--- src/common/bus_pkg.sv ---
`default_nettype none

package bus_pkg;

	// ----------------------------------------
	// wishbone classic, single transfers
	// ----------------------------------------

	// data bus width in bits
	localparam int wb_data_width = 32;

	// byte address, full 32-bit space seen by the masters
	localparam int wb_addr_width = 32;

	// one select per data byte
	localparam int wb_sel_width = wb_data_width / 8;

endpackage

`default_nettype wire

--- src/common/memory_pkg.sv ---
`default_nettype none

package memory_pkg;

	import bus_pkg::*;

	// ----------------------------------------
	// global memory geometry
	// ----------------------------------------

	// one bank per byte lane of the bus
	localparam int gm_lanes = wb_sel_width;
	localparam int gm_lane_width = wb_data_width / gm_lanes;

	// 8192 words per bank, 32 KiB in total
	localparam int gm_word_addr_width = 13;
	localparam int gm_words = 1 << gm_word_addr_width;
	localparam int gm_offset_width = $clog2(gm_lanes);

	// address bits above the window, zero for the global memory
	localparam int gm_tag_width = wb_addr_width - gm_word_addr_width - gm_offset_width;
	localparam logic [gm_tag_width-1:0] gm_window_tag = '0;

	// the isolator looks at the tag, the controller at word and byte
	typedef union packed {
		logic [wb_addr_width-1:0] raw;
		struct packed {
			logic [gm_tag_width-1:0] tag;
			logic [gm_word_addr_width+gm_offset_width-1:0] offset;
		} window;
		struct packed {
			logic [gm_tag_width-1:0] upper;
			logic [gm_word_addr_width-1:0] index;
			logic [gm_offset_width-1:0] lane;
		} word;
	} gm_address_t;

endpackage

`default_nettype wire

--- src/source/address_isolator.sv ---
`timescale 1ns/10ps
`default_nettype none

module address_isolator
	import bus_pkg::*, memory_pkg::*;
(
	input  logic clk,
	input  logic reset,

	// slave side, from the arbiter
	input  logic arb_cyc,
	input  logic arb_stb,
	input  logic arb_we,
	input  logic [wb_sel_width-1:0] arb_sel,
	input  logic [wb_addr_width-1:0] arb_adr,
	input  logic [wb_data_width-1:0] arb_dat_w,
	output logic [wb_data_width-1:0] arb_dat_r,
	output logic arb_ack,
	output logic arb_err,

	// master side, towards the memory controller
	output logic mem_cyc,
	output logic mem_stb,
	output logic mem_we,
	output logic [wb_sel_width-1:0] mem_sel,
	output logic [wb_addr_width-1:0] mem_adr,
	output logic [wb_data_width-1:0] mem_dat_w,
	input  logic [wb_data_width-1:0] mem_dat_r,
	input  logic mem_ack
);

	gm_address_t address;
	logic in_window;
	logic err_q;

	assign address.raw = arb_adr;
	assign in_window = (address.window.tag == gm_window_tag);

	// in-window cycles go straight through
	assign mem_cyc = arb_cyc & in_window;
	assign mem_stb = arb_stb & in_window;
	assign mem_we = arb_we;
	assign mem_sel = arb_sel;
	assign mem_adr = arb_adr;
	assign mem_dat_w = arb_dat_w;

	// out-of-window cycles get a single err pulse, never a memory access
	always_ff @(posedge clk)
	begin
		if (reset)
			err_q <= 1'b0;
		else
			err_q <= arb_cyc & arb_stb & ~in_window & ~err_q;
	end

	assign arb_err = err_q;
	assign arb_ack = mem_ack;
	assign arb_dat_r = mem_dat_r;

endmodule

`default_nettype wire

--- config.mk ---
export PLATFORM = sky130hd
export DESIGN_NAME = address_isolator
export DESIGN_NICKNAME = d
export VERILOG_FILES = /design/src/common/bus_pkg.sv /design/src/common/memory_pkg.sv /design/src/source/address_isolator.sv
export SDC_FILE = /design/constraint.sdc
export NUM_CORES = 1
export LEC_CHECK = 0
export BUFFER_PORTS_ARGS = -buffer_cell sky130_fd_sc_hd__buf_2
export CELL_PAD_IN_SITES_DETAIL_PLACEMENT = 1
export CELL_PAD_IN_SITES_GLOBAL_PLACEMENT = 2
export CORE_ASPECT_RATIO = 0.7
export CORE_MARGIN = 4
export CORE_UTILIZATION = 10
export DETAILED_ROUTE_END_ITERATION = 16
export GPL_TIMING_DRIVEN = 0
export PLACE_DENSITY = 0.95
export SKIP_CTS_REPAIR_TIMING = 1
export SLEW_MARGIN = 20
export SYNTH_ARGS = -nofsm -noshare
export SYNTH_HDL_FRONTEND = slang
export SYNTH_SLANG_ARGS = --single-unit
export TNS_END_PERCENT = 100
--- constraint.sdc ---
create_clock -name clk -period 1.2 [get_ports clk]
set_clock_uncertainty 0.1 [all_clocks]
set_input_delay 0 -clock clk [delete_from_list [all_inputs] [get_ports clk]]
set_output_delay 0 -clock clk [all_outputs]
set_load 0.1 [all_outputs]
==> metrics.md, run 1 <==
| Metric | Value |
|---|---|
| Run status | `complete, no violations` |
| Routed Antenna Nets | `0` |
| GRT overflow | `0` |
| Area post-placement | `1670 sq um` |
| Reg2Reg Setup Slack | `0.45 ns` |
| Placeable Area | `8070 sq um` |
| Max reg flops | `1` |
| Hold Vio Cnt, Final | `0` |
| Die Width | `118 um` |
| Area occupied by registers | `21.3 sq um` |
| Synth area leaders | `buf_4 (90%), dfxtp_1 (2.3%), nor4_1 (2.2%), nor3_1 (1.8%), o2111a_1 (1.3%)` |
| Fin nets | `349` |
| RSZ-0062 raised after global routing | `true` |
| Ports | `211` |
| Netlist Area Pre-Place | `855 sq um` |
| Initial DRC Count | `7` |
| Unique masters post-synth | `9` |
| Filler cells | `1031` |
| Synthesized instance count | `116` |
| First-pass GRT wire length | `5800 um` |
| Leak Pwr | `1.05 nW` |
| Most frequent cells in the layout | `buf_2 (121), buf_4 (102)` |
| Fin Setup TNS | `0 ns` |
| Largest net degree at the start of global routing | `4` |
| Std cell rows | `27` |
| Relative slew slack | `66.5%` |
| Hold WC Path Type | `in2reg` |
| Multi-input logic area | `126 sq um` |
| Die Y | `85.3 um` |
| Ys Warns | `0` |
| Most common cell after layout, fill and taps aside | `buf_2` |
| Via density | `3.00` |
| Mean Syn Cell Area | `7.37 sq um` |
| Peak supply drop | `0.267 mV` |
| Setup WS pre-CTS | `-0.300 ns` |
| Initial antenna violation count | `0` |
| Tot Pwr | `1.88 mW` |
| Share of the synthesized area in the top cell type | `89.6%` |
| Initial Util | `10.6%` |
| Slew @ Worst Pin | `0.506 ns` |
| Remaining DRCs | `0` |
| Placer Congestion | `0.690` |
| Reg clk slew, reported paths | `0 ns` |
| Final period utilization | `98.3%` |
| Cell area after layout | `1720 sq um` |
| Critical Path RT | `1.10 ns` |
| Crit path arrival time | `1.08 ns` |
| Ant. Diodes | `0` |
| Register area share after synthesis | `2.34%` |
| Worst hold slack | `0.158 ns` |
| Worst setup margin | `0.0198 ns` |
| Max Freq | `847 MHz` |
| Critical path startpoint category | `input port` |
| # port buffers | `125` |
| Final setup viols | `0` |
| Max-Cap Viols | `0` |
| Min Clock Period, post-route | `1.18 ns` |
| WL/cell | `12.4 um` |
| Worst-Skew Late Latency | `0 ns` |
| Share of cells above drive strength 1 | `96.7%` |
| Post-synth net total | `222` |
| Drt pass-1 iters | `4` |
| Synthesized flop and latch total | `1` |
| CP Capture Type | `output port` |
| DIE AREA | `10100 sq um` |
| Crit-path max FO | `3` |
| All-Layer GR Usage | `6.76%` |
| Vias in the first global route | `1097` |
| WL final | `4250 um` |
| DP HPWL | `4140 um` |
| P&R area growth vs syn | `101%` |
| Pwr dens | `1090 nW/um^2` |
| CP Class | `in2out` |
| Max-slew violation total from the final report | `0` |
| Routed via count | `1026` |
| Area leader, netlist | `buf_4` |
-- cells in the mapped netlist --
cell type	number
nor3_1	3
buf_4	102
nor4_1	3
nor2_1	2
nand2_1	1
o2111a_1	1
inv_1	2
dfxtp_1	1
nand3_1	1
-- worst max-delay path: stages --
cell     delay (ns)
buf_8          0.10
nor4_4         0.37
nand3_4        0.16
nor3_4         0.24
buf_12         0.20
-- power by group --
| part | switching (mW) | internal, mW | leakage (nW) |
|---|---|---|---|
| clock network | 0 | 0 | 0 |
| logic | 1.49 | 0.358 | 1.04 |
| registers | 0.000726 | 0.0356 | 0.00860 |
-- final timing paths --
kind,startpoint,to,cells after the start
setup / recovery,arb_adr[19],mem_cyc,5
hold / removal,arb_cyc,arb_err$_SDFF_PP0_,2
setup reg to reg,arb_err$_SDFF_PP0_,arb_err$_SDFF_PP0_,2
hold reg to reg,arb_err$_SDFF_PP0_,arb_err$_SDFF_PP0_,2
-- cell families (layout without fill, tap and decap cells) --
group | count (synthesis) | in the layout | share of synthesized area [%]
AO/OA/AOI/OAI | 1 | 1 | 1.32
AND/OR/NAND/NOR | 10 | 10 | 5.86
buffers and inverters | 104 | 229 | 90.5
flip-flops | 1 | 1 | 2.34
-- metal layers --
metal	wire length, um	share of wire [%]	track usage, %	up-vias
li1	-	-	-	508
met1	1360	32	7.32	475
met2	2680	63	15.0	43
met3	200	4.7	0.400	0
met4	0	0	0.105	0
met5	0	0	0	-
-- stage by stage --
step,util (%),instances
after floorplan,-,116
after CTS,20.6,342
after global placement,20.6,342
after global routing,21.3,342
final,21.3,342
after detailed placement,20.6,342
-- cell type report --
cell class	instances	share of cell area, %
inverter	2	0.437
tap	101	7.35
sequential	1	1.24
timing repair buffer	125	39.1
multi-input combinational	11	7.35
buffer	102	44.5
No activity file was read; power rests on OpenSTA's default activity.
==> inputs of run 2 (changes only) <==
Clock period 1.2 ns to 1.1 ns, I/O delays scaled along.
==> run 2 against run 1 <==
Sequential power increased by 9.1%; combinational power increased by 9%; cell count unchanged; total power increased by 9.1%; setup slack got worse by 0.10 ns; via count unchanged; the run now ends with setup timing left; first-iteration DRC count increased by 14%; register-to-register slack got worse by 0.10 ns; global-route usage unchanged; critical path type unchanged; critical path depth unchanged.
==> metrics.md, run 2 (synthesis results as in run 1) <==
| Metric | Value |
|---|---|
| Initial Util | `10.6% (unchanged)` |
| GRT overflow | `0 (unchanged)` |
| Std cell rows | `27 (unchanged)` |
| Switching part of the total power | `79.1% (about the same)` |
| Leak Pwr | `1.05 nW (about the same)` |
| Worst setup margin | `-0.0802 ns (-0.100 ns)` |
| Initial antenna violation count | `0 (unchanged)` |
| Most common cell after layout, fill and taps aside | `buf_2` |
| Hold WC Path Type | `in2reg` |
| Die Width | `118 um (unchanged)` |
| Cell area after layout | `1720 sq um (unchanged)` |
| First-pass GRT wire length | `5800 um (unchanged)` |
| Most frequent cells in the layout | `buf_2 (121), buf_4 (102)` |
| Clock power share | `0% (unchanged)` |
| Final setup viols | `3 (+3)` |
| Critical path startpoint category | `input port` |
| Final period utilization | `107%` |
| Max-slew violation total from the final report | `0 (unchanged)` |
| Placer Congestion | `0.690 (unchanged)` |
| Remaining DRCs | `0 (unchanged)` |
| Hold Vio Cnt, Final | `0 (unchanged)` |
| Routed Antenna Nets | `0 (unchanged)` |
| Final Util | `21.3% (unchanged)` |
| Critical Path RT | `1.00 ns (-0.10 ns)` |
| Cell Chain, Critical Path | `buf_8 > nor4_4 > nand3_4 > nor3_4 > buf_12` |
| CP Class | `in2out` |
| # port buffers | `125 (unchanged)` |
| Placed cells | `342 (unchanged)` |
| Initial DRC Count | `8 (+1)` |
| Seq pwr share | `1.9% (about the same)` |
| Max reg flops | `1 (unchanged)` |
| Peak supply drop | `0.292 mV (+9.1%)` |
| Ports | `211 (unchanged)` |
| Pwr dens | `1190 nW/um^2 (+9.1%)` |
| Switch Pwr | `1.62 mW (+9.1%)` |
| Setup WS pre-CTS | `-0.400 ns (-0.100 ns)` |
| Filler cells | `1031 (unchanged)` |
| Fin nets | `349 (unchanged)` |
| Routed via count | `1026 (unchanged)` |
| P_int | `430 uW (+9.1%)` |
| DP HPWL | `4140 um (unchanged)` |
| Max Freq | `847 MHz` |
| Slowest cell delay on critical path | `0.37 ns (about the same)` |
| Placeable Area | `8070 sq um (unchanged)` |
| Vias in the first global route | `1097 (unchanged)` |
| Max-Cap Viols | `0 (unchanged)` |
| Run status | `finished, violations left` |
| Slew @ Worst Pin | `0.506 ns (-0.000132 ns)` |
| WL/cell | `12.4 um (about the same)` |
| Drt pass-1 iters | `4 (unchanged)` |
| RSZ-0062 raised after global routing | `true` |
| Reg clk slew, reported paths | `0 ns (unchanged)` |
| Crit path arrival time | `1.08 ns (about the same)` |
| P&R area growth vs syn | `101% (unchanged)` |
| Share of cells above drive strength 1 | `96.7% (unchanged)` |
| Ant. Diodes | `0 (unchanged)` |
| Failing checks | `setup timing` |
| Fin cells | `342 (unchanged)` |
| Via density | `3.00 (unchanged)` |
| CP Capture Type | `output port` |
| Crit-path max FO | `3 (unchanged)` |
| DIE AREA | `10100 sq um (unchanged)` |
| Area post-placement | `1670 sq um (unchanged)` |
| Largest net degree at the start of global routing | `4 (unchanged)` |
| Combinational share of power | `98.1% (about the same)` |
| Die Y | `85.3 um (unchanged)` |
| Min Clock Period, post-route | `1.18 ns` |
| WL final | `4250 um (about the same)` |
| CP max stage cell | `nor4_4` |
| All-Layer GR Usage | `6.76% (unchanged)` |
| Relative slew slack | `66.5% (about the same)` |
| Worst-Skew Late Latency | `0 ns (unchanged)` |
## run 2: final timing paths
path	from	to	slack (ns)	cells past startpoint
worst max register to register	arb_err$_SDFF_PP0_	arb_err$_SDFF_PP0_	0.35	2
worst min register to register	arb_err$_SDFF_PP0_	arb_err$_SDFF_PP0_	0.42	2
worst max-delay path	arb_adr[19]	mem_cyc	-0.08	5
worst min-delay path	arb_cyc	arb_err$_SDFF_PP0_	0.16	2
## run 2: final cells by class
| class | count | area, sq um | share of cell area [%] |
|---|---|---|---|
| Inverter | 2 | 7.51 | 0.437 |
| Multi-Input combinational cell | 11 | 126 | 7.35 |
| Buffer | 102 | 766 | 44.5 |
| Tap cell | 101 | 126 | 7.35 |
| Timing Repair Buffer | 125 | 672 | 39.1 |
| Sequential cell | 1 | 21.3 | 1.24 |
## run 2: power groups by stage
stage                     sequential [mW]  combinational [mW]  clock, mW
final                              0.0396                2.01          0
after global routing               0.0397                2.06          0
after CTS                          0.0396                2.02          0
after detailed placement           0.0396                2.02          0
after global placement             0.0394                2.00          0
after floorplan                    0.0504                1.76          0
## run 2: worst max-delay path, delay by kind of cell
| kind | cells | cell delay (ns) |
|---|---|---|
| AND/OR/NAND/NOR | 3 | 0.77 |
| buffers and inverters | 2 | 0.30 |
## run 2: stage by stage
step	setup TNS (ns)	power, mW	hold WS, ns
after floorplan	-0.511	1.81	0.0321
after global placement	-0.874	2.04	0.160
after global routing	-0.361	2.10	0.170
after CTS	-0.891	2.06	0.165
after detailed placement	-0.891	2.06	0.165
final	-0.166	2.05	0.158
## run 2: routing by layer
layer	global-route usage, %	part of all wire [%]	wire (um)
met4	0.105	0	0
met5	0	0	0
met3	0.400	4.7	200
met2	15.0	63	2680
met1	7.32	32	1360
