==> src/common/bus_pkg.sv <==
`default_nettype none

package bus_pkg;

	// ----------------------------------------
	// wishbone classic, single transfers
	// ----------------------------------------

	// data bus width in bits
	localparam int wb_data_width = 32;

	// byte address, full 32-bit space seen by the masters
	localparam int wb_addr_width = 32;

	// one select per data byte
	localparam int wb_sel_width = wb_data_width / 8;

endpackage

`default_nettype wire

==> src/source/wb_arbiter.sv <==
`timescale 1ns/10ps
`default_nettype none

module wb_arbiter
	import bus_pkg::*;
(
	input  logic clk,
	input  logic reset,

	// host master
	input  logic host_cyc,
	input  logic host_stb,
	input  logic host_we,
	input  logic [wb_sel_width-1:0] host_sel,
	input  logic [wb_addr_width-1:0] host_adr,
	input  logic [wb_data_width-1:0] host_dat_w,
	output logic [wb_data_width-1:0] host_dat_r,
	output logic host_ack,
	output logic host_err,

	// core master
	input  logic core_cyc,
	input  logic core_stb,
	input  logic core_we,
	input  logic [wb_sel_width-1:0] core_sel,
	input  logic [wb_addr_width-1:0] core_adr,
	input  logic [wb_data_width-1:0] core_dat_w,
	output logic [wb_data_width-1:0] core_dat_r,
	output logic core_ack,
	output logic core_err,

	// merged bus towards the isolator
	output logic arb_cyc,
	output logic arb_stb,
	output logic arb_we,
	output logic [wb_sel_width-1:0] arb_sel,
	output logic [wb_addr_width-1:0] arb_adr,
	output logic [wb_data_width-1:0] arb_dat_w,
	input  logic [wb_data_width-1:0] arb_dat_r,
	input  logic arb_ack,
	input  logic arb_err
);

	// grant[0] host, grant[1] core, zero when the bus is idle
	logic [1:0] grant;
	logic last_core;
	logic pick_core;

	// on a tie the port that was not served last wins
	assign pick_core = core_cyc & (~host_cyc | ~last_core);

	always_ff @(posedge clk)
	begin
		if (reset)
		begin
			grant <= 2'b00;
			last_core <= 1'b0;
		end
		else if (grant == 2'b00)
		begin
			if (host_cyc | core_cyc)
			begin
				grant <= pick_core ? 2'b10 : 2'b01;
				last_core <= pick_core;
			end
		end
		// owner dropped cyc, release the bus
		else if ((grant[0] & ~host_cyc) | (grant[1] & ~core_cyc))
			grant <= 2'b00;
	end

	// ----------------------------------------
	// request path
	// ----------------------------------------
	assign arb_cyc = (grant[0] & host_cyc) | (grant[1] & core_cyc);
	assign arb_stb = (grant[0] & host_stb) | (grant[1] & core_stb);
	assign arb_we = grant[1] ? core_we : host_we;
	assign arb_sel = grant[1] ? core_sel : host_sel;
	assign arb_adr = grant[1] ? core_adr : host_adr;
	assign arb_dat_w = grant[1] ? core_dat_w : host_dat_w;

	// ----------------------------------------
	// response path, only the owner sees it
	// ----------------------------------------
	assign host_ack = grant[0] & arb_ack;
	assign host_err = grant[0] & arb_err;
	assign host_dat_r = grant[0] ? arb_dat_r : '0;
	assign core_ack = grant[1] & arb_ack;
	assign core_err = grant[1] & arb_err;
	assign core_dat_r = grant[1] ? arb_dat_r : '0;

endmodule

`default_nettype wire

==> config.mk <==
export PLATFORM = sky130hd
export DESIGN_NAME = wb_arbiter
export DESIGN_NICKNAME = d
export VERILOG_FILES = /design/src/common/bus_pkg.sv /design/src/source/wb_arbiter.sv
export SDC_FILE = /design/constraint.sdc
export NUM_CORES = 1
export LEC_CHECK = 0
export BUFFER_PORTS_ARGS = -buffer_cell sky130_fd_sc_hd__buf_2
export CAP_MARGIN = 20
export CORE_AREA = 4 4 120 122
export CTS_CLUSTER_DIAMETER = 100
export CTS_CLUSTER_SIZE = 14
export DETAILED_ROUTE_END_ITERATION = 6
export DIE_AREA = 0 0 124 126
export PLACE_DENSITY = 0.51
export SYNTH_ARGS = -nofsm -noshare
export SYNTH_HDL_FRONTEND = slang
export SYNTH_SLANG_ARGS = --single-unit
export TNS_END_PERCENT = 1
==> constraint.sdc <==
create_clock -name clk -period 1.4 [get_ports clk]
set_clock_uncertainty 0.2 [all_clocks]
set_input_delay 0.07 -clock clk [delete_from_list [all_inputs] [get_ports clk]]
set_output_delay 0.07 -clock clk [all_outputs]
set_load 0.005 [all_outputs]
==> out/results.md, run 1 <==
| Parameter | This run |
|:---|:---|
| Status | complete, but fails checks |
| Violations in the final reports | setup timing |
| Cell Chain, Critical Path | buf_12 -> mux2_2 -> buf_2 |
| First-pass GRT wire length | 11,860 µm |
| Fraction of synthesized cell area taken by the top area cell type | 0.5367 |
| Post-route clock period utilization | 1.155 |
| Die Y | 126 µm |
| Path category of the worst min-delay check | in -> reg |
| Setup crit end kind | output pin |
| Share of synthesized area occupied by flip-flops and latches | 0.04149 |
| Syn Std Cell Area | 0.001448 mm² |
| Num rows | 42 |
| Post-Place Cells | 651 |
| Total setup violations reported at the end of the flow | 90 |
| Most frequent cells after synthesis | mux2_2 (69), and2_1 (68), buf_4 (6) |
| Number of enable flip-flop cells after synthesis | 0 |
| Clock H-tree levels | 1 |
| Number of global-route vias before repair | 2,422 |
| Total half-perimeter wirelength after legalization and detailed placement | 7775 µm |
| Number of warnings reported in the yosys synthesis log | 0 |
| DR vias/cell | 3.655 |
| FF+latch count, synth | 3 |
| Final net count | 661 |
| Global route total overflow | 0 |
| Layout cell share with drive strength beyond 1 | 0.8237 |
| Antenna diode count | 0 |
| Max-slew violations | 0 |
| Standby leakage power | 1.953 nW |
| Clock tree from TritonCTS | yes |
| Hold Violations, Final | 0 |
| Minimum setup slack after placement | 0.01087 ns |
| Buffers on Ports | 316 |
| Mean Syn Cell Area | 8.617 µm² |
| Tot GR Track Use | 0.09532 |
| Final std cells w/o fill | 658 |
| Arrival time at the worst endpoint | 1.35 ns |
| First drt pass iteration count | 4 |
| Final Critical Period | 1.618 ns |
| Number of top-level pins | 317 |
| Data required time of the worst path | 1.13 ns |
| Category of the worst setup path launch point | flop |
| Critical Path Fanout Max | 37 |
| Critical setup path kind | reg -> out |
| Horizontal extent of the die | 124 µm |
| Number of buffers inserted by post-CTS setup repair | 0 |
| RSZ-0062 raised after global routing | true |
| Wire per inst | 13.28 µm |
| Slew of the pin with the lowest slew margin | 0.1957 ns |
| Layout-stage area growth over the synthesis result | 133.0% |
| Predominant post-synthesis flop cell | dfxtp_1 |
| Largest net degree at the start of global routing | 38 |
| Critical Path Slowest Stage Cell | dfxtp_4 |
| Total power | 1.487 mW |
| Net Count, Synth | 346 |
| Clock tree root buffer cell | clkbuf_16 |
| Max-capacitance violation count | 0 |
| Final WS setup | -0.2177 ns |
| Cells after synthesis | 168 |
| RePlAce Congestion | 0.7561 |
| Number of sinks on the clock net | 3 |
| Clk pin slew, worst setup/hold paths | 0.03 ns |
| 1st-iter DRT viols | 58 |
| Core outline area | 0.01319 mm² |
| Post-detailed-routing wire length | 8741 µm |
| Count leader, synth | mux2_2 |
| Initial core utilization | 0.1098 |
| Overall die area | 0.01562 mm² |
| Library cell with the largest summed area after synthesis | mux2_2 |
| Power per cell area | 440.7 mW/mm² |
| Number of antenna violations at the first check in global routing | 0 |
| Remaining DRCs | 0 |
| Number of buffers on the longest clock path | 2 |
| Number of buffers inserted during clock tree synthesis | 3 |
| Antenna Nets Post-Route | 0 |
| Max-slew headroom | 0.8695 |
| Crit-path leading delay family | flip-flops |
| Fraction of synthesis flops using an asynchronous set or reset pin | 0 |
| Top achievable clock speed | 618.2 MHz |
| Worst voltage drop across the vdd grid | 0.3247 mV |
| Number of different library cells in the post-synthesis netlist | 16 |
| Total vias in the final route | 2,405 |
| Worst path max stage delay | 0.38 ns |
| Sum of buffers and inverters on the critical path | 2 |
| Clock network latency to the later pin of the worst-skew pair | 0.22 ns |
| Main area contributors after synthesis | mux2_2 (54%), and2_1 (29%), dfxtp_1 (4.1%), buf_4 (3.1%), buf_6 (1.6%) |
-- metal layers --
metal | GRT usage | share of wire
met1 | 0.09940 | 0.35
met2 | 0.1944 | 0.53
met3 | 0.01704 | 0.11
met5 | 0 | 0
met4 | 0.01611 | 0.0064
-- worst min-delay path, cell delays in order --
cell and delay [ns]:
buf_2 0.13, a21oi_1 0.15, nor3b_1 0.06
-- cell families (layout without fill, tap and decap cells) --
family / count (synthesis) / count (layout) / synth area share
buffers and inverters: 16 / 330 / 0.07173
AOI/OAI and AO/OA: 6 / 6 / 0.03026
DFF: 3 / 3 / 0.04149
and+or+nand+nor: 74 / 74 / 0.3198
muxes: 69 / 69 / 0.5367
-- through the flow --
| stage | setup TNS, ns | hold WS [ns] | cell area, µm² | util |
|---|---|---|---|---|
| 2_1_floorplan | 0 | -0.05762 | 1448 | - |
| 3_3_place_gp | 0 | 0.07513 | 3239 | 0.2456 |
| 3_5_place_dp | 0 | 0.06965 | 3239 | 0.2456 |
| 4_1_cts | -15.76 | 0.02647 | 3359 | 0.2547 |
| 5_1_grt | -18.73 | 0.06688 | 3373 | 0.2557 |
| 6_report | -13.48 | 0.02689 | 3373 | 0.2557 |
-- state kept, by name, summed over array words and instances, names as in the netlist --
signal / cells
last_core: 1
grant: 2
-- power breakdown --
group / leakage (nW) / switching (mW) / total [mW] / internal, mW
clock: 0.0382 / 0.0734 / 0.449 / 0.375
sequential: 0.0261 / 0.0101 / 0.102 / 0.0916
combinational: 1.89 / 0.356 / 0.936 / 0.580
total: 1.95 / 0.440 / 1.49 / 1.05
-- worst paths after layout --
kind / start / endpoint / slack, ns / cells past startpoint
setup reg to reg: grant[0] / last_core / 0.17 / 3
hold reg to reg: last_core / last_core / 0.34 / 2
hold / removal: host_cyc / grant[1] / 0.03 / 3
setup / recovery: grant[1] / arb_sel[2] / -0.22 / 3
-- cells in the final DEF (no fill, tap or decap), drive strengths merged --
cell type | netlist | layout
nor2b | 1 | 1
clkbuf | 5 | 4
a2bb2oi | 1 | 1
nor3b | 2 | 2
dlygate4sd3 | 0 | 3
a22oi | 1 | 1
and2 | 68 | 68
or3b | 1 | 1
a22o | 2 | 2
buf | 11 | 323
dfxtp | 3 | 3
a21oi | 2 | 2
nor2 | 2 | 2
mux2 | 69 | 69
-- final cells by class --
cell class	instances	area [µm²]
well taps	176	220.2
repair buffers	326	1719
clock buffers	4	78.83
multi-input cells	149	1287
fillers	1435	9817
flip-flops and latches	3	67.56
-- repair_timing --
action                                  in CTS  in global routing
endpoints found under the setup margin     126                104
endpoints found under the hold margin        3                  0
hold buffers                                 3                  0
gates resized for setup                      3                  4
pin swaps                                    1                  0
(Power assumes the default switching activity.)
==> inputs of run 2 (changes only) <==
--- a/config.mk
+++ b/config.mk
@@ -12,7 +12,7 @@
 export CTS_CLUSTER_SIZE = 14
 export DETAILED_ROUTE_END_ITERATION = 6
 export DIE_AREA = 0 0 124 126
-export PLACE_DENSITY = 0.51
+export SLEW_MARGIN = 0
 export SYNTH_ARGS = -nofsm -noshare
 export SYNTH_HDL_FRONTEND = slang
 export SYNTH_SLANG_ARGS = --single-unit
==> run 2 against run 1 <==
The flow still finishes with violations (setup timing). Largest power group unchanged. Via count is 4.4% higher. First-iteration DRC count shrank 19%. Combinational power rose by 36%. Critical endpoint is now arb_adr[0]. Wire length grew 21%. Cell area increased by 19%. Worst hold slack improved by 0.20 ns. Setup slack gained 0.0045 ns. Sequential cell count stayed put.
==> out/results.md, run 2 (synthesis gave the netlist of run 1 again) <==
| Parameter | This run |
|:---|:---|
| Power per cell area | 457.3 mW/mm² |
| Minimum setup slack after placement | 0.02048 ns |
| Top register by number of flip-flops | grant |
| Switching power share of the total | 0.2931 |
| Core Util, Final | 0.3031 |
| Number of top-level pins | 317 |
| Post-route clock period utilization | 1.152 |
| Number of sinks on the clock net | 3 |
| Num rows | 42 |
| Total half-perimeter wirelength after legalization and detailed placement | 7999 µm |
| Number of buffers inserted during clock tree synthesis | 3 |
| Max-capacitance violation count | 0 |
| Post-Route Hold Slack | 0.2233 ns |
| Total setup violations reported at the end of the flow | 104 |
| Capturing point of the worst reg2reg path | last_core |
| Top achievable clock speed | 619.9 MHz |
| Post-Place Cells | 651 |
| DR vias/cell | 3.753 |
| Met3 Track Usage GR | 0.02108 |
| Clock network latency to the later pin of the worst-skew pair | 0.22 ns |
| Clock tree from TritonCTS | yes |
| Global route total overflow | 0 |
| Clk pin slew, worst setup/hold paths | 0.03 ns |
| Max-slew violations | 0 |
| Layout-stage area growth over the synthesis result | 176.1% |
| Number of antenna violations at the first check in global routing | 0 |
| Layout filler cell count | 1,406 |
| Critical Path Fanout Max | 8 |
| Internal power consumption | 1.292 mW |
| Max reg flops | 2 |
| Final std cells w/o fill | 669 |
| Slew of the pin with the lowest slew margin | 0.1648 ns |
| Final WS setup | -0.2132 ns |
| First-pass GRT wire length | 12,250 µm |
| Max-slew headroom | 0.8899 |
| Fraction of power consumed by sequential logic | 0.054 |
| Buffers on Ports | 316 |
| Layout cell share with drive strength beyond 1 | 0.8256 |
| Die Y | 126 µm |
| Total vias in the final route | 2,511 |
| Status | complete, but fails checks |
| 1st-iter DRT viols | 47 |
| Area of the multi-input gates | 0.001445 mm² |
| Antenna Nets Post-Route | 0 |
| Number of global-route vias before repair | 2,293 |
| Path category of the worst min-delay check | in -> out |
| Clock tree root buffer cell | clkbuf_16 |
| Worst R2R Setup Slack | 0.05 ns |
| Arrival time at the worst endpoint | 1.34 ns |
| Post-detailed-routing wire length | 10,550 µm |
| Antenna diode count | 0 |
| Cells on worst reg2reg path | 4 |
| Final Critical Period | 1.613 ns |
| Standby leakage power | 2.291 nW |
| Worst voltage drop across the vdd grid | 0.5865 mV |
| Area of all sequential standard cells | 63.81 µm² |
| Overall die area | 0.01562 mm² |
| Number of buffers on the longest clock path | 2 |
| GRT Max-Usage Layer | met2 |
| Commonest cells after routing, fill and taps aside | buf_2 (272), and2_1 (68), buf_6 (50), mux2_4 (43), mux2_2 (26) |
| Remaining DRCs | 0 |
| First drt pass iteration count | 4 |
| RSZ-0062 raised after global routing | true |
| Violations in the final reports | setup timing |
| RePlAce Congestion | 0.8558 |
| Hold Violations, Final | 0 |
| Wire per inst | 15.77 µm |
| Leading cell type in the layout, fill and taps excluded | buf_2 |
| Data required time of the worst path | 1.13 ns |
| Core outline area | 0.01319 mm² |
| Clock share of power | 0.250 |
| Critical setup path kind | reg -> out |
| Setup crit end kind | output pin |
| End point of the worst hold path | core_dat_r[19] |
| Horizontal extent of the die | 124 µm |
| Category of the worst setup path launch point | flop |
| Largest registers | grant x2, last_core x1 |
| Origin of the critical flop-to-flop path | grant[1] |
| Final net count | 672 |
| Switching power total | 0.5359 mW |
| Grt met1 use | 0.1098 |
| Largest net degree at the start of global routing | 45 |
| Combinational share of power | 0.696 |
| Initial core utilization | 0.1098 |
| Tot GR Track Use | 0.1002 |
| Clock H-tree levels | 1 |
| Worst hold path depth | 3 |
| M2 GR Usage | 0.1925 |
| Hold_sp | arb_dat_r[19] |
[run 2: cell count changes in the layout (fill, tap and decap cells not counted), sizes merged]
cell / delta
buf: +7
clkbuf: +4
[run 2: how the worst max path moves through the flow]
stage                        start             to  slack, ns  cells after the start
after floorplan           grant[1]      last_core       0.16                      4
after detailed placement  grant[1]      last_core       0.02                      4
final                     grant[1]     arb_adr[0]      -0.21                      4
after CTS                 grant[1]  arb_dat_w[21]      -0.20                      3
after global routing      grant[1]  arb_dat_w[20]      -0.23                      4
after global placement    grant[1]      last_core       0.01                      4
[run 2: power groups by stage]
stage	logic [mW]	registers [mW]	clock network (mW)
after floorplan	0.399	0.0969	0
after global placement	0.928	0.102	0
after detailed placement	0.930	0.103	0
after CTS	0.973	0.102	0.470
after global routing	1.37	0.0995	0.478
final	1.27	0.0987	0.458
[run 2: per-layer routing]
layer / part of all wire / wire (µm)
met2: 0.53 / 5615
met5: 0 / 0
met1: 0.36 / 3759
met3: 0.10 / 1061
met4: 0.011 / 113
[run 2: repair_timing]
action / CTS / global route
gates resized for setup: 12 / 86
pin swaps: 0 / 1
cloned: 0 / 6
endpoints found under the hold margin: 3 / 0
endpoints found under the setup margin: 69 / 106
setup buffers: 0 / 5
hold buffers: 3 / 0
[run 2: cell type report]
| cell class | count | area share |
|---|---|---|
| clock buffers | 4 | 0.01972 |
| multi-input cells | 149 | 0.3615 |
| flip-flops and latches | 3 | 0.01596 |
| well taps | 176 | 0.05509 |
| repair buffers | 337 | 0.5477 |
[run 2: per-stage QoR]
stage	total power [mW]	setup TNS (ns)	cell area (µm²)
after floorplan	0.4960	0	1448
after global placement	1.031	0	3239
after detailed placement	1.033	0	3239
after CTS	1.544	-12.30	3408
after global routing	1.950	-19.18	3998
final	1.828	-15.72	3998
[run 2: worst max-delay path, cell delays in order, from the launching register on]
cell	delay (ns)
dfxtp_4	0.36
buf_12	0.14
clkbuf_16	0.16
mux2_2	0.34
buf_2	0.13
